File: config.mk
export PLATFORM = sky130hd
export DESIGN_NAME = fe_pc_gen
export DESIGN_NICKNAME = d
export VERILOG_FILES = /design/src/hdl/fe_pkg.sv /design/src/hdl/fe_train_if.sv /design/src/hdl/fe_instr_scan.sv /design/src/hdl/fe_btb.sv /design/src/hdl/fe_bht.sv /design/src/hdl/fe_pc_ctrl.sv /design/src/hdl/fe_pc_gen.sv
export VERILOG_INCLUDE_DIRS = /design/src /design/src/hdl
export SDC_FILE = /design/constraint.sdc
export NUM_CORES = 1
export LEC_CHECK = 0
export ABC_AREA = 0
export BUFFER_PORTS_ARGS = -buffer_cell sky130_fd_sc_hd__buf_4
export CAP_MARGIN = 20
export CORE_ASPECT_RATIO = 1.75
export CORE_MARGIN = 2
export CORE_UTILIZATION = 40
export CTS_CLUSTER_SIZE = 12
export DETAILED_ROUTE_END_ITERATION = 7
export GPL_ROUTABILITY_DRIVEN = 0
export HOLD_SLACK_MARGIN = 0.12
export PLACE_DENSITY = 0.59
export SYNTH_ARGS = -nofsm -noshare
export SYNTH_HDL_FRONTEND = slang
export SYNTH_SLANG_ARGS = --single-unit
File: constraint.sdc
create_clock -name clk_i -period 12.5 [get_ports clk_i]
set_input_delay 1.25 -clock clk_i [delete_from_list [all_inputs] [get_ports clk_i]]
set_output_delay 1.25 -clock clk_i [all_outputs]
set_load 0.1 [all_outputs]
File: src/hdl/fe_macros.svh
`ifndef FE_MACROS_SVH
`define FE_MACROS_SVH

// Address and instruction widths
`define FE_VADDR_W 32
`define FE_INSTR_W 32

// Predictor table geometry, indexed from PC bit 2
`define FE_BTB_IDX_W 4
`define FE_BTB_TAG_W 6
`define FE_BHT_IDX_W 5

// Backend command opcodes
`define FE_OP_STATE_RESET 2'd0
`define FE_OP_REDIRECT    2'd1
`define FE_OP_BR_TAKEN    2'd2
`define FE_OP_BR_NTAKEN   2'd3

// RISC-V major opcodes seen by the scan
`define FE_RV_OP_BRANCH 7'b1100011
`define FE_RV_OP_JAL    7'b1101111

`endif

File: src/hdl/fe_pkg.sv
package fe_pkg;

  // Conditional branch layout
  typedef struct packed {
    logic       imm12;
    logic [5:0] imm10_5;
    logic [4:0] rs2;
    logic [4:0] rs1;
    logic [2:0] funct3;
    logic [3:0] imm4_1;
    logic       imm11;
    logic [6:0] opcode;
  } rv_btype_s;

  // Jump and link layout
  typedef struct packed {
    logic       imm20;
    logic [9:0] imm10_1;
    logic       imm11;
    logic [7:0] imm19_12;
    logic [4:0] rd;
    logic [6:0] opcode;
  } rv_jtype_s;

  // One fetched word, seen either way
  // The opcode field lines up in both views
  typedef union packed {
    rv_btype_s b;
    rv_jtype_s j;
  } rv_instr_u;

endpackage

File: src/hdl/fe_train_if.sv
`timescale 1ns/1ps
`include "fe_macros.svh"

interface fe_train_if;

  // Training pulse for one resolved branch
  logic                   w_v;
  logic                   taken;
  logic [`FE_VADDR_W-1:0] br_pc;
  logic [`FE_VADDR_W-1:0] target;

  modport ctrl (output w_v, taken, br_pc, target);

  // BTB only learns taken targets
  modport btb (input w_v, taken, br_pc, target);

  // Counters need the direction only
  modport bht (input w_v, taken, br_pc);

endinterface

File: src/hdl/fe_instr_scan.sv
`timescale 1ns/1ps
`include "fe_macros.svh"

module fe_instr_scan (
  input  logic [`FE_INSTR_W-1:0] instr_i,
  output logic                   is_branch_o,
  output logic                   is_jal_o,
  output logic [`FE_VADDR_W-1:0] imm_o
);

  fe_pkg::rv_instr_u instr;

  assign instr       = instr_i;
  assign is_branch_o = (instr.b.opcode == `FE_RV_OP_BRANCH);
  assign is_jal_o    = (instr.j.opcode == `FE_RV_OP_JAL);

  // Reassemble the scattered offset bits, bit 0 is always zero
  always_comb begin
    if (is_jal_o) begin
      imm_o = {{(`FE_VADDR_W-20){instr.j.imm20}}, instr.j.imm19_12, instr.j.imm11,
               instr.j.imm10_1, 1'b0};
    end else if (is_branch_o) begin
      imm_o = {{(`FE_VADDR_W-12){instr.b.imm12}}, instr.b.imm11, instr.b.imm10_5,
               instr.b.imm4_1, 1'b0};
    end else begin
      imm_o = '0;
    end
  end

endmodule

File: src/hdl/fe_btb.sv
`timescale 1ns/1ps
`include "fe_macros.svh"

module fe_btb (
  input  logic                   clk_i,
  input  logic                   reset_i,
  input  logic [`FE_VADDR_W-1:0] r_pc_i,
  input  logic                   r_v_i,
  fe_train_if.btb                train,
  output logic [`FE_VADDR_W-1:0] tgt_o,
  output logic                   hit_o
);

  localparam int unsigned n_entries = 1 << `FE_BTB_IDX_W;

  logic [n_entries-1:0]    valid_r;
  logic [`FE_BTB_TAG_W-1:0] tag_r [n_entries];
  logic [`FE_VADDR_W-1:0]  tgt_r [n_entries];

  logic [`FE_BTB_IDX_W-1:0] r_idx, w_idx;
  logic [`FE_BTB_TAG_W-1:0] r_tag, w_tag;
  logic                     w_en;

  assign r_idx = r_pc_i[2 +: `FE_BTB_IDX_W];
  assign r_tag = r_pc_i[2 + `FE_BTB_IDX_W +: `FE_BTB_TAG_W];
  assign w_idx = train.br_pc[2 +: `FE_BTB_IDX_W];
  assign w_tag = train.br_pc[2 + `FE_BTB_IDX_W +: `FE_BTB_TAG_W];
  assign w_en  = train.w_v & train.taken;

  assign hit_o = r_v_i & valid_r[r_idx] & (tag_r[r_idx] == r_tag);
  assign tgt_o = tgt_r[r_idx];

  always_ff @(posedge clk_i) begin
    if (reset_i) begin
      valid_r <= '0;
    end else if (w_en) begin
      valid_r[w_idx] <= 1'b1;
    end
  end

  always_ff @(posedge clk_i) begin
    if (w_en) begin
      tag_r[w_idx] <= w_tag;
      tgt_r[w_idx] <= train.target;
    end
  end

endmodule

File: src/hdl/fe_bht.sv
`timescale 1ns/1ps
`include "fe_macros.svh"

module fe_bht (
  input  logic                   clk_i,
  input  logic                   reset_i,
  input  logic [`FE_VADDR_W-1:0] r_pc_i,
  fe_train_if.bht                train,
  output logic                   taken_o
);

  localparam int unsigned n_ctrs = 1 << `FE_BHT_IDX_W;

  logic [1:0]               ctr_r [n_ctrs];
  logic [`FE_BHT_IDX_W-1:0] r_idx, w_idx;

  assign r_idx = r_pc_i[2 +: `FE_BHT_IDX_W];
  assign w_idx = train.br_pc[2 +: `FE_BHT_IDX_W];

  // Upper counter bit is the prediction
  assign taken_o = ctr_r[r_idx][1];

  always_ff @(posedge clk_i) begin
    if (reset_i) begin
      // Weakly not taken
      for (int i = 0; i < n_ctrs; i++) begin
        ctr_r[i] <= 2'b01;
      end
    end else if (train.w_v) begin
      if (train.taken && ctr_r[w_idx] != 2'b11) begin
        ctr_r[w_idx] <= ctr_r[w_idx] + 2'd1;
      end else if (!train.taken && ctr_r[w_idx] != 2'b00) begin
        ctr_r[w_idx] <= ctr_r[w_idx] - 2'd1;
      end
    end
  end

endmodule

File: src/hdl/fe_pc_ctrl.sv
`timescale 1ns/1ps
`include "fe_macros.svh"

module fe_pc_ctrl (
  input  logic                   clk_i,
  input  logic                   reset_i,
  input  logic                   fe_cmd_v_i,
  input  logic [1:0]             fe_cmd_opcode_i,
  input  logic [`FE_VADDR_W-1:0] fe_cmd_vaddr_i,
  input  logic [`FE_VADDR_W-1:0] fe_cmd_br_pc_i,
  input  logic                   mem_cmd_yumi_i,
  input  logic                   mem_resp_v_i,
  input  logic                   mem_resp_miss_i,
  input  logic [`FE_INSTR_W-1:0] mem_resp_instr_i,
  input  logic                   fe_queue_ready_i,
  input  logic [`FE_VADDR_W-1:0] btb_tgt_i,
  input  logic                   btb_hit_i,
  input  logic                   bht_taken_i,
  input  logic                   is_branch_i,
  input  logic                   is_jal_i,
  input  logic [`FE_VADDR_W-1:0] imm_i,
  output logic [`FE_VADDR_W-1:0] btb_r_pc_o,
  output logic                   btb_r_v_o,
  output logic [`FE_VADDR_W-1:0] bht_r_pc_o,
  fe_train_if.ctrl               train,
  output logic                   mem_cmd_v_o,
  output logic [`FE_VADDR_W-1:0] mem_cmd_pc_o,
  output logic                   fe_queue_v_o,
  output logic [`FE_VADDR_W-1:0] fe_queue_pc_o,
  output logic [`FE_INSTR_W-1:0] fe_queue_instr_o,
  output logic                   fe_queue_pred_taken_o
);

  localparam logic [1:0] st_wait  = 2'd0;
  localparam logic [1:0] st_stall = 2'd1;
  localparam logic [1:0] st_run   = 2'd2;

  logic [1:0]             state_r, state_n;
  logic [`FE_VADDR_W-1:0] next_pc;
  logic [`FE_VADDR_W-1:0] resume_pc_r;

  // IF1 keeps its own BTB lookup, which predicts its successor
  logic                   if1_v_r, if1_pred_taken_r;
  logic [`FE_VADDR_W-1:0] if1_pc_r, if1_btb_tgt_r;
  logic                   if2_v_r, if2_pred_taken_r;
  logic [`FE_VADDR_W-1:0] if2_pc_r;

  logic is_wait, is_run;
  logic state_reset_v, cmd_fetch_v, br_cmd_v;
  logic fetch_v, flush, final_taken, ovr_taken, ovr_ntaken;

  assign is_wait = (state_r == st_wait);
  assign is_run  = (state_r == st_run);

  // Only a state reset wakes the frontend from wait
  assign state_reset_v = fe_cmd_v_i & (fe_cmd_opcode_i == `FE_OP_STATE_RESET);
  assign cmd_fetch_v   = state_reset_v | (fe_cmd_v_i & ~is_wait);
  assign br_cmd_v      = fe_cmd_v_i & ((fe_cmd_opcode_i == `FE_OP_BR_TAKEN)
                                     | (fe_cmd_opcode_i == `FE_OP_BR_NTAKEN));

  assign train.w_v    = br_cmd_v;
  assign train.taken  = (fe_cmd_opcode_i == `FE_OP_BR_TAKEN);
  assign train.br_pc  = fe_cmd_br_pc_i;
  assign train.target = fe_cmd_vaddr_i;

  // Missing response, miss, full queue or any command kills both stages
  assign flush = fe_cmd_v_i
               | (if2_v_r & (~mem_resp_v_i | mem_resp_miss_i | ~fe_queue_ready_i));

  assign fe_queue_v_o = if2_v_r & mem_resp_v_i & ~mem_resp_miss_i
                      & fe_queue_ready_i & ~fe_cmd_v_i;
  assign fe_queue_pc_o         = if2_pc_r;
  assign fe_queue_instr_o      = mem_resp_instr_i;
  assign fe_queue_pred_taken_o = final_taken;

  // Direction at IF2 against what IF1 was fetched with
  assign final_taken = is_jal_i | (is_branch_i & bht_taken_i);
  assign ovr_taken   = fe_queue_v_o & final_taken & ~if2_pred_taken_r;
  assign ovr_ntaken  = fe_queue_v_o & ~final_taken & if2_pred_taken_r;

  assign mem_cmd_v_o  = cmd_fetch_v | (~is_wait & fe_queue_ready_i & ~flush);
  assign mem_cmd_pc_o = next_pc;
  assign fetch_v      = mem_cmd_v_o & mem_cmd_yumi_i;

  assign btb_r_pc_o = next_pc;
  assign btb_r_v_o  = fetch_v;
  assign bht_r_pc_o = if2_pc_r;

  always_comb begin
    if (cmd_fetch_v) begin
      next_pc = fe_cmd_vaddr_i;
    end else if (!is_run) begin
      next_pc = resume_pc_r;
    end else if (ovr_taken) begin
      next_pc = if2_pc_r + imm_i;
    end else if (ovr_ntaken) begin
      next_pc = if2_pc_r + `FE_VADDR_W'd4;
    end else if (if1_v_r && if1_pred_taken_r) begin
      next_pc = if1_btb_tgt_r;
    end else if (if1_v_r) begin
      next_pc = if1_pc_r + `FE_VADDR_W'd4;
    end else begin
      // Last request was refused, ask again
      next_pc = if1_pc_r;
    end
  end

  always_comb begin
    state_n = state_r;
    case (state_r)
      st_wait: begin
        if (cmd_fetch_v) state_n = fetch_v ? st_run : st_stall;
      end
      st_stall: begin
        if (fetch_v) state_n = st_run;
      end
      st_run: begin
        if (cmd_fetch_v) begin
          state_n = fetch_v ? st_run : st_stall;
        end else if (flush) begin
          state_n = st_stall;
        end
      end
      default: state_n = st_wait;
    endcase
  end

  always_ff @(posedge clk_i) begin
    if (reset_i) begin
      state_r <= st_wait;
      if1_v_r <= 1'b0;
      if2_v_r <= 1'b0;
    end else begin
      state_r <= state_n;
      if1_v_r <= fetch_v;
      if2_v_r <= if1_v_r & ~flush & ~ovr_taken & ~ovr_ntaken;
    end
  end

  always_ff @(posedge clk_i) begin
    if1_pc_r         <= next_pc;
    if1_pred_taken_r <= btb_hit_i;
    if1_btb_tgt_r    <= btb_tgt_i;
    if2_pc_r         <= if1_pc_r;
    if2_pred_taken_r <= if1_pred_taken_r;
    // Restart point after a flush while running
    if (cmd_fetch_v) begin
      resume_pc_r <= fe_cmd_vaddr_i;
    end else if (is_run) begin
      resume_pc_r <= if2_pc_r;
    end
  end

endmodule

File: src/hdl/fe_pc_gen.sv
`timescale 1ns/1ps
`include "fe_macros.svh"

module fe_pc_gen (
  input  logic                   clk_i,
  input  logic                   reset_i,
  input  logic                   fe_cmd_v_i,
  input  logic [1:0]             fe_cmd_opcode_i,
  input  logic [`FE_VADDR_W-1:0] fe_cmd_vaddr_i,
  input  logic [`FE_VADDR_W-1:0] fe_cmd_br_pc_i,
  output logic                   mem_cmd_v_o,
  output logic [`FE_VADDR_W-1:0] mem_cmd_pc_o,
  input  logic                   mem_cmd_yumi_i,
  input  logic                   mem_resp_v_i,
  input  logic [`FE_INSTR_W-1:0] mem_resp_instr_i,
  input  logic                   mem_resp_miss_i,
  output logic                   fe_queue_v_o,
  output logic [`FE_VADDR_W-1:0] fe_queue_pc_o,
  output logic [`FE_INSTR_W-1:0] fe_queue_instr_o,
  output logic                   fe_queue_pred_taken_o,
  input  logic                   fe_queue_ready_i
);

  logic [`FE_VADDR_W-1:0] btb_r_pc;
  logic                   btb_r_v;
  logic [`FE_VADDR_W-1:0] btb_tgt;
  logic                   btb_hit;
  logic [`FE_VADDR_W-1:0] bht_r_pc;
  logic                   bht_taken;
  logic                   is_branch;
  logic                   is_jal;
  logic [`FE_VADDR_W-1:0] imm;

  fe_train_if train_if ();

  fe_pc_ctrl ctrl_i (
    .clk_i(clk_i), .reset_i(reset_i),
    .fe_cmd_v_i(fe_cmd_v_i), .fe_cmd_opcode_i(fe_cmd_opcode_i),
    .fe_cmd_vaddr_i(fe_cmd_vaddr_i), .fe_cmd_br_pc_i(fe_cmd_br_pc_i),
    .mem_cmd_yumi_i(mem_cmd_yumi_i), .mem_resp_v_i(mem_resp_v_i),
    .mem_resp_miss_i(mem_resp_miss_i), .mem_resp_instr_i(mem_resp_instr_i),
    .fe_queue_ready_i(fe_queue_ready_i),
    .btb_tgt_i(btb_tgt), .btb_hit_i(btb_hit), .bht_taken_i(bht_taken),
    .is_branch_i(is_branch), .is_jal_i(is_jal), .imm_i(imm),
    .btb_r_pc_o(btb_r_pc), .btb_r_v_o(btb_r_v), .bht_r_pc_o(bht_r_pc),
    .train(train_if.ctrl),
    .mem_cmd_v_o(mem_cmd_v_o), .mem_cmd_pc_o(mem_cmd_pc_o),
    .fe_queue_v_o(fe_queue_v_o), .fe_queue_pc_o(fe_queue_pc_o),
    .fe_queue_instr_o(fe_queue_instr_o), .fe_queue_pred_taken_o(fe_queue_pred_taken_o)
  );

  fe_btb btb_i (
    .clk_i(clk_i), .reset_i(reset_i),
    .r_pc_i(btb_r_pc), .r_v_i(btb_r_v), .train(train_if.btb),
    .tgt_o(btb_tgt), .hit_o(btb_hit)
  );

  fe_bht bht_i (
    .clk_i(clk_i), .reset_i(reset_i),
    .r_pc_i(bht_r_pc), .train(train_if.bht),
    .taken_o(bht_taken)
  );

  fe_instr_scan scan_i (
    .instr_i(mem_resp_instr_i),
    .is_branch_o(is_branch), .is_jal_o(is_jal), .imm_o(imm)
  );

endmodule

# Yosys cells after proc, flatten, opt, wreduce, memory -nomap -nowiden
# Memories as Yosys holds them, arrays and structs flattened. A register that Yosys moved wholly into a read port is not among the register bits.
# Index checks and enable logic that the tools add are counted.
# classes
addsub	5
mul	0
div	0
magnitude_cmp	3
eq_ne	11
shift	0
n_mux	37
bitwise	41
reduce_logical	11
# op_table
op	count
two-way mux 32 bit	10
adder 32 x 3 -> 32 bit, second input constant	2
adder 32 bit	1
AND 1 bit	22
two-way mux 1 bit	16
OR 16 bit	1
== test 7 bit, second input constant	2
two-way mux 2 bit	7
less-than comparator 4 x 5 -> 1 bit, second input constant	2
inverter 1 bit	10
OR 1 bit	8
== test 2 bit, second input constant	3
== test 6 bit	1
one-hot mux 2 bit (3 select lines)	1
two-way mux 5 bit	1
binary-select mux 1 bit (select 4 bit)	1
demux 1 bit (select 4 bit)	1
>= comparator 4 x 1 -> 1 bit, second input constant	1
logical AND 1 bit	4
logical NOT 2 bit	2
inequality test 2 bit, second input constant	2
nonzero test 2 bit	2
inequality test 3 bit, second input constant	1
AND reduction 3 bit	1
6 further kinds	6
# word_totals
register_bits	118
latch_bits	0
ramBits	672
mem_bits_ro	0
inputBits	105
output_inout_bits	99
elab_cells	120
mem_count	3
# memory_table
name	words	word_bits	read_ports	rd_ports_with_merged_regs	wr	line_no	text
btb_i.tgt_r	16	32	1	1	1	fe_btb.sv:18	logic [`FE_VADDR_W-1:0] tgt_r [n_entries];
btb_i.tag_r	16	6	1	0	1	fe_btb.sv:17	logic [`FE_BTB_TAG_W-1:0] tag_r [n_entries];
bht_i.ctr_r	32	2	2	1	32	fe_bht.sv:14	logic [1:0] ctr_r [n_ctrs];

# Depth between registers and ports, before layout
# Gate-level depths: netlist of run 1.
# depth
ltp_word	14
ltp_mapped	21
depth_no_buf	18

# By module
# A second synthesis of run 1 with hierarchy kept.
# hier_totals
hier_cells	2351
hier_area_um2	36343.6
# by_module_without_submodules
mod	n_inst	cells_each	area_each_um2	seq_area_each_um2
fe_btb	1	958	23585.1	18577.8
fe_pc_ctrl	1	1033	8703.3	3002.9
fe_bht	1	287	3534.6	1921.8
fe_instr_scan	1	73	520.5	0.0

# Worst setup path before layout of run 1
# Ideal clock, no wire load.
# synth_timing
path_type	in2out
start	in mem_resp_instr_i[2]
end	out mem_cmd_pc_o[23]
t_arrival_ns	6.457
required_ns	11.250
setup_slack_ns	4.793
cell_stages	17
path_buffers	1
path_cell_list	and2_1 -> clkbuf_1 -> o211a_1 -> and2_1 -> ha_1 -> or3_1 -> a21oi_1 -> o31ai_1 -> a21oi_1 -> o21bai_1 -> a21oi_1 -> o211ai_1 -> a31oi_1 -> o21ai_0 -> xnor2_1 -> o21ai_0 -> a21boi_0
# synth_between
elab_chain_cells	10
elab_cells_between_ends	16
cone_classes	add/sub: 1; eq/ne: 2; mux: 6; bitwise: 7
# synth_lines
item	line_no	text
from (decl)	fe_pc_gen.sv:15	input logic [`FE_INSTR_W-1:0] mem_resp_instr_i,
parallel branches: the longest is 7 deep, another holds adder 32 bit	n/a	
two-way mux 32 bit (*)	fe_pc_ctrl.sv:94	end else if (ovr_taken) begin
two-way mux 32 bit (*)	fe_pc_ctrl.sv:92	end else if (!is_run) begin
two-way mux 32 bit (*)	fe_pc_ctrl.sv:90	if (cmd_fetch_v) begin
to (decl)	fe_pc_gen.sv:12	output logic [`FE_VADDR_W-1:0] mem_cmd_pc_o,
# Mark *: on every way between the ends.

# Worst setup path in the final report of run 1
# layout_timing
start	in mem_resp_instr_i[3]
end	out mem_cmd_pc_o[31]
# The elaborated chain is that of the path after synthesis.

==> results.json, run 1 <==
{
  "syn_inst": 3135,
  "path_common_cell": "a21oi_1",
  "grt-ovfl-total": 0,
  "io_pins": 204,
  "clock-sinks": 822,
  "drt_wl_total_mm": 101,
  "core_region_area_um2": 90200,
  "setup_viol": 0,
  "crit_slowest_cell": "o21ai_0",
  "ctsResizeCount": 0,
  "p_leak_nw": 14.7,
  "syn-num-nets": 3273,
  "slew_viol_final": 0,
  "yosysWarnings": 0,
  "status": "complete, no violations",
  "grt_pass1_vias": 24300,
  "syn_avg_cell_area_um2": 11.6,
  "synth_area_um2": 36400,
  "drt_iter0_markers": 2183,
  "finalNetCount": 3358,
  "async_flop_share": 0,
  "die_x_um": 232,
  "synth_area_leaders": "edfxtp_1 (58%), nand2_1 (8.4%), dfxtp_1 (6.5%)",
  "io_buffers": 181,
  "finalHoldViolations": 0,
  "drc": 0,
  "avgViaCountPerCell": 5.54,
  "ant_nets": 0,
  "max_cap_violations": 0,
  "regArea_um2": 23500,
  "peakVddDrop_v": 0.0000994,
  "rsz0062_at_grt": "false",
  "path_class": "input port to output port",
  "timing.hold.worst.class": "register to register",
  "grt.total_usage": 0.215,
  "clk_pin_slew_ns": 0.06,
  "yosysTopAreaCellShare": 0.581,
  "synth_seq_area_share": 0.646,
  "die_h_um": 403,
  "nFillCells": 8199,
  "crit_buf_inv": 2,
  "synth_top_area_cell": "edfxtp_1",
  "ctsHoldBuffers": 0,
  "clk_latency_ns": 0.65,
  "relSlewSlack": 0.251,
  "crit_chain": "buf_4, nor2_1, o211a_1, and2_1, ha_1, or3_1, a21oi_1, o31ai_1, a21oi_1, o21bai_1, a211o_1, a31oi_1, a21oi_1, a41oi_1, nor2_1, o21ai_0, buf_4",
  "crit_required_ns": 11.25,
  "power.density_nw_per_um2": 183,
  "clockBufferDepth": 3,
  "vias": 24800,
  "arrival_ns": 6.16,
  "start_util": 0.403,
  "postCtsSetupRepairBufs": 0,
  "drtPass1Iterations": 6,
  "final_common_cell": "nand2_1",
  "post-dp-hpwl_mm": 60.0,
  "tightest_slew_ns": 1.12,
  "layout-drive-gt1-share": 0.131,
  "cts-root-buf": "clkbuf_16",
  "fin_hold_ws_ns": 0.352,
  "grt_max_degree": 156,
  "syn_to_final_growth_pct": 13.1,
  "yosys_most_used_dff": "edfxtp_1",
  "synth_seq_cells": 822,
  "multi_input_area_um2": 12000,
  "antenna_found_initial": 6,
  "start_kind": "input port",
  "dieArea_um2": 93500,
  "fin_skew_ns": 0.0241,
  "crit_family": "compound AO/OA/AOI/OAI gates",
  "synth-edff-count": 704,
  "layout_common_cells": "nand2_1 (810), edfxtp_1 (704), nor2_1 (259)",
  "path_max_fanout": 8,
  "post_drt_wl_per_cell_um": 22.5,
  "yosysUniqueCellTypes": 75,
  "crit_path_end_kind": "output port",
  "finalCriticalPeriod_ns": 7.41,
  "grt_pass1_wl_mm": 150,
  "tritoncts": "done",
  "h-tree-depth": 3,
  "final.setup.tns_ns": 0,
  "rows": 146,
  "critPathMaxStageDelay_ns": 0.87,
  "cts_buffers": 79,
  "max_freq_mhz": 135,
  "fin_crit_sh": 0.593
}
-- per-stage QoR --
step           power (W)  setup slack, ns   util  cells  instance area [um2]
2_1_floorplan    0.00476             4.79      -   3135                36400
3_3_place_gp     0.00534             5.06  0.430   4323                38800
3_5_place_dp     0.00535             5.06  0.430   4323                38800
4_1_cts          0.00759             5.01  0.456   4470                41100
5_1_grt          0.00784             4.79  0.456   4471                41100
6_report         0.00753             5.09  0.456   4471                41100
-- cells by family (layout without fill, tap and decap cells) --
group           after synthesis  count (layout)  share of synthesized area
other cells                   0               1                          0
xor+xnor                     79              79                     0.0190
buf+inv                     242             393                     0.0292
flops                       822             822                      0.646
mux                          99              99                     0.0375
fa+ha+maj                    33              33                     0.0116
simple gates               1274            1274                      0.143
compound gates              586             586                      0.113
-- worst paths after layout --
| kind | from | endpoint | slack (ns) | cells after the start |
|---|---|---|---|---|
| worst max-delay path | mem_resp_instr_i[3] | mem_cmd_pc_o[31] | 5.09 | 17 |
| worst min-delay path | ctrl_i.if1_pc_r[1]$_DFF_P_ | ctrl_i.bht_r_pc_o[1]$_DFF_P_ | 0.35 | 0 |
| worst max register to register | ctrl_i.bht_r_pc_o[2]$_DFF_P_ | ctrl_i.if1_pred_taken_r$_DFF_P_ | 6.32 | 15 |
| worst min register to register | ctrl_i.if1_pc_r[1]$_DFF_P_ | ctrl_i.bht_r_pc_o[1]$_DFF_P_ | 0.35 | 0 |
-- sequential cells by signal (all words and copies together), names as in the netlist --
signal                   cells
btb_i.tgt_r                512
ctrl_i.if1_btb_tgt_r        32
ctrl_i.if1_v_r               1
ctrl_i.if2_v_r               1
btb_i.tag_r                 96
btb_i.valid_r               16
ctrl_i.bht_r_pc_o           32
bht_i.ctr_r                 64
ctrl_i.state_r               2
ctrl_i.resume_pc_r          32
ctrl_i.if1_pc_r             32
ctrl_i.if1_pred_taken_r      1
ctrl_i.if2_pred_taken_r      1
-- metal layers --
layer,vias up,GRT usage,part of all wire
met4,2,0.0906,0.042
met5,-,0,0.000089
li1,11500,-,-
met2,773,0.384,0.51
met3,219,0.0299,0.051
met1,12200,0.258,0.39
-- area by class of cell --
type	count	share of cell area
Tap cell	1184	0.0360
Clock inverter	6	0.00219
Sequential cell	822	0.571
Clock buffer	141	0.0552
Antenna cell	1	0.0000608
Timing Repair Buffer	227	0.0423
Inverter	19	0.00195
Multi-Input combinational cell	2071	0.291
-- where the power goes --
part	internal, W	switching [W]	total [W]
Combinational	0.000573	0.00141	0.00198
Clock	0.00124	0.00101	0.00224
Sequential	0.00314	0.000174	0.00331
-- cell usage after synthesis (32+ instances only) --
cell type  number
nand2_1       811
mux2_2         34
nand3_1        43
o21ai_0        98
nor2_1        277
a21oi_1       147
buf_4          32
edfxtp_1      704
clkbuf_1      154
dfxtp_1       118
xnor2_1        40
a31oi_1        43
mux2i_1        38
xor2_1         39
a311o_1        96
ha_1           32
Power figures use the tool's default switching activity.
==> run 2, diff against run 1 <==
==> constraint.sdc (replaced) <==
create_clock -name clk_i -period 7.6 [get_ports clk_i]
set_input_delay 0.76 -clock clk_i [delete_from_list [all_inputs] [get_ports clk_i]]
set_output_delay 0.76 -clock clk_i [all_outputs]
set_load 0.1 [all_outputs]
==> run 2 against run 1 <==
  * Via count up 0.71%
  * Global-route usage up 0.11 points
  * Power up 65%
  * Worst setup slack worse by 3.7 ns
  * Routed wire length up 0.67%
  * Combinational power up 66%
  * Register-to-register slack worse by 4.4 ns
  * Sequential share of layout area down 0.097 points
  * Die area unchanged
  * Critical path type is now register to output port
  * Highest routed layer unchanged
==> results.json, run 2 (synthesized netlist as in run 1, its figures left out) <==
{
  "io_pins": 204,
  "cts_buffers": 80,
  "crit_required_ns": 6.84,
  "tightest_slew_ns": 1.13,
  "clockBufferDepth": 3,
  "setup_viol": 0,
  "avgViaCountPerCell": 5.57,
  "timing.hold.worst.class": "register to register",
  "intPower_w": 0.00819,
  "p_leak_nw": 14.7,
  "crit_buf_inv": 1,
  "h-tree-depth": 3,
  "vias": 24900,
  "start_util": 0.403,
  "syn_to_final_growth_pct": 13.3,
  "layout-drive-gt1-share": 0.133,
  "drtPass1Iterations": 7,
  "finalNetCount": 3367,
  "ant_nets": 0,
  "swShare": 0.342,
  "tritoncts": "done",
  "post-dp-hpwl_mm": 60.8,
  "min_to": "ctrl_i.bht_r_pc_o[1]$_DFF_P_",
  "crit_path_end_kind": "output port",
  "cts-root-buf": "clkbuf_16",
  "clock-sinks": 822,
  "max_cap_violations": 0,
  "ctsResizeCount": 0,
  "grt_pass1_vias": 24400,
  "drt_iter0_markers": 2126,
  "grt.total_usage": 0.216,
  "final.setup.tns_ns": 0,
  "crit_slowest_cell": "dfxtp_1",
  "drc": 0,
  "status": "complete, no violations",
  "timing.rr.start": "ctrl_i.bht_r_pc_o[3]$_DFF_P_",
  "largest_reg_flops": 512,
  "post_drt_wl_per_cell_um": 22.7,
  "antenna_found_initial": 8,
  "finalCriticalPeriod_ns": 6.24,
  "placed_cell_area_um2": 38800,
  "clk_pin_slew_ns": 0.06,
  "critPathMaxStageDelay_ns": 1.07,
  "rows": 146,
  "arrival_ns": 5.48,
  "path_max_fanout": 26,
  "grt_pass1_wl_mm": 151,
  "die_h_um": 403,
  "seq_power_share": 0.438,
  "r2r_slack_ns": 1.97,
  "core_region_area_um2": 90200,
  "die_x_um": 232,
  "grt_max_degree": 177,
  "slew_viol_final": 0,
  "crit_chain": "mux4_2, mux2_2, o311ai_2, a21oi_2, or2_2, nand2_1, o22ai_1, a211oi_1, o21ai_0, buf_4",
  "peakVddDrop_v": 0.000178,
  "dieArea_um2": 93500,
  "reg.largest.list": "btb_i.tgt_r: 512 flops, btb_i.tag_r: 96 flops, bht_i.ctr_r: 64 flops",
  "r2r_cells": 13,
  "whs_path_depth": 0,
  "path_class": "register to output port",
  "start_kind": "register",
  "reg2reg_to": "ctrl_i.if1_pred_taken_r$_DFF_P_",
  "final_cell_area_um2": 41200,
  "largest_register": "btb_i.tgt_r",
  "p_clk_frac": 0.298,
  "clk_latency_ns": 0.65,
  "rsz0062_at_grt": "false",
  "power_frac_comb": 0.264,
  "worstHoldStart": "ctrl_i.if1_pc_r[1]$_DFF_P_",
  "layout_common_cells": "nand2_1 (810), edfxtp_1 (704), nor2_1 (259)",
  "crit_family": "compound AO/OA/AOI/OAI gates",
  "relSlewSlack": 0.243,
  "postCtsSetupRepairBufs": 0,
  "fin_crit_sh": 0.821,
  "finalHoldViolations": 0,
  "max_freq_mhz": 160,
  "switchingPower_w": 0.00426,
  "final_common_cell": "nand2_1",
  "grt-ovfl-total": 0,
  "io_buffers": 181,
  "power.density_nw_per_um2": 302,
  "drt_wl_total_mm": 101,
  "nFillCells": 8326,
  "ctsHoldBuffers": 0,
  "fin_skew_ns": 0.0234
}
-- run 2: layer usage --
| metal | global-route usage | routed length, um | part of all wire |
|---|---|---|---|
| met5 | 0 | 23 | 0.00023 |
| met1 | 0.260 | 39800 | 0.39 |
| met2 | 0.385 | 52100 | 0.51 |
| met3 | 0.0346 | 5850 | 0.058 |
| met4 | 0.0833 | 3650 | 0.036 |
-- run 2: worst max path at each step --
stage                                             from                         endpoint  depth (start not counted)
final                     ctrl_i.bht_r_pc_o[3]$_DFF_P_                 mem_cmd_pc_o[27]                         10
after global routing               mem_resp_instr_i[3]                 mem_cmd_pc_o[27]                         17
after CTS                 ctrl_i.bht_r_pc_o[2]$_DFF_P_                  mem_cmd_pc_o[5]                         10
after detailed placement           mem_resp_instr_i[3]                 mem_cmd_pc_o[27]                         17
after global placement             mem_resp_instr_i[3]                 mem_cmd_pc_o[27]                         17
after floorplan           ctrl_i.bht_r_pc_o[2]$_DFF_P_  ctrl_i.if1_pred_taken_r$_DFF_P_                         15
-- run 2: area by class of cell --
class                   instances  area, um2  share of cell area
multi-input cells            2071      12000               0.291
clock inverters                 9        119             0.00288
repair buffers                235       1830              0.0445
clock buffers                 133       2220              0.0539
flip-flops and latches        822      23500               0.570
diodes                          1       2.50           0.0000607
well taps                    1184       1480              0.0359
inverters                      19       80.1             0.00194
-- run 2: metrics by stage --
| stage | setup slack [ns] | utilization | total power, W | std cells | hold slack, ns |
|---|---|---|---|---|---|
| CTS | 1.15 | 0.456 | 0.0125 | 4472 | 0.339 |
| detailed placement | 1.40 | 0.430 | 0.00884 | 4330 | 0.337 |
| global route | 1.12 | 0.457 | 0.0130 | 4473 | 0.363 |
| floorplan | 0.555 | - | 0.00782 | 3135 | 0.331 |
| finish | 1.36 | 0.457 | 0.0125 | 4474 | 0.350 |
| global placement | 1.43 | 0.430 | 0.00882 | 4330 | 0.338 |
-- run 2: worst register-to-register path, cell delays in order (launching register included) --
cell      delay, ns
dfxtp_1        1.07
mux4_2         0.44
mux2_2         0.29
o311ai_2       0.43
a21oi_2        0.31
mux2i_1        0.21
and2_4         0.50
inv_8          0.36
and2_1         0.41
a32oi_1        0.17
o21ai_0        0.25
a221o_1        0.41
a2111o_1       0.34
nor4bb_1       0.31
-- run 2: power groups by stage --
stage	logic [W]	clock network (W)	registers, W
after detailed placement	0.00328	0	0.00556
after floorplan	0.00209	0	0.00573
final	0.00329	0.00371	0.00546
after CTS	0.00329	0.00377	0.00546
after global routing	0.00356	0.00394	0.00548
after global placement	0.00326	0	0.00556
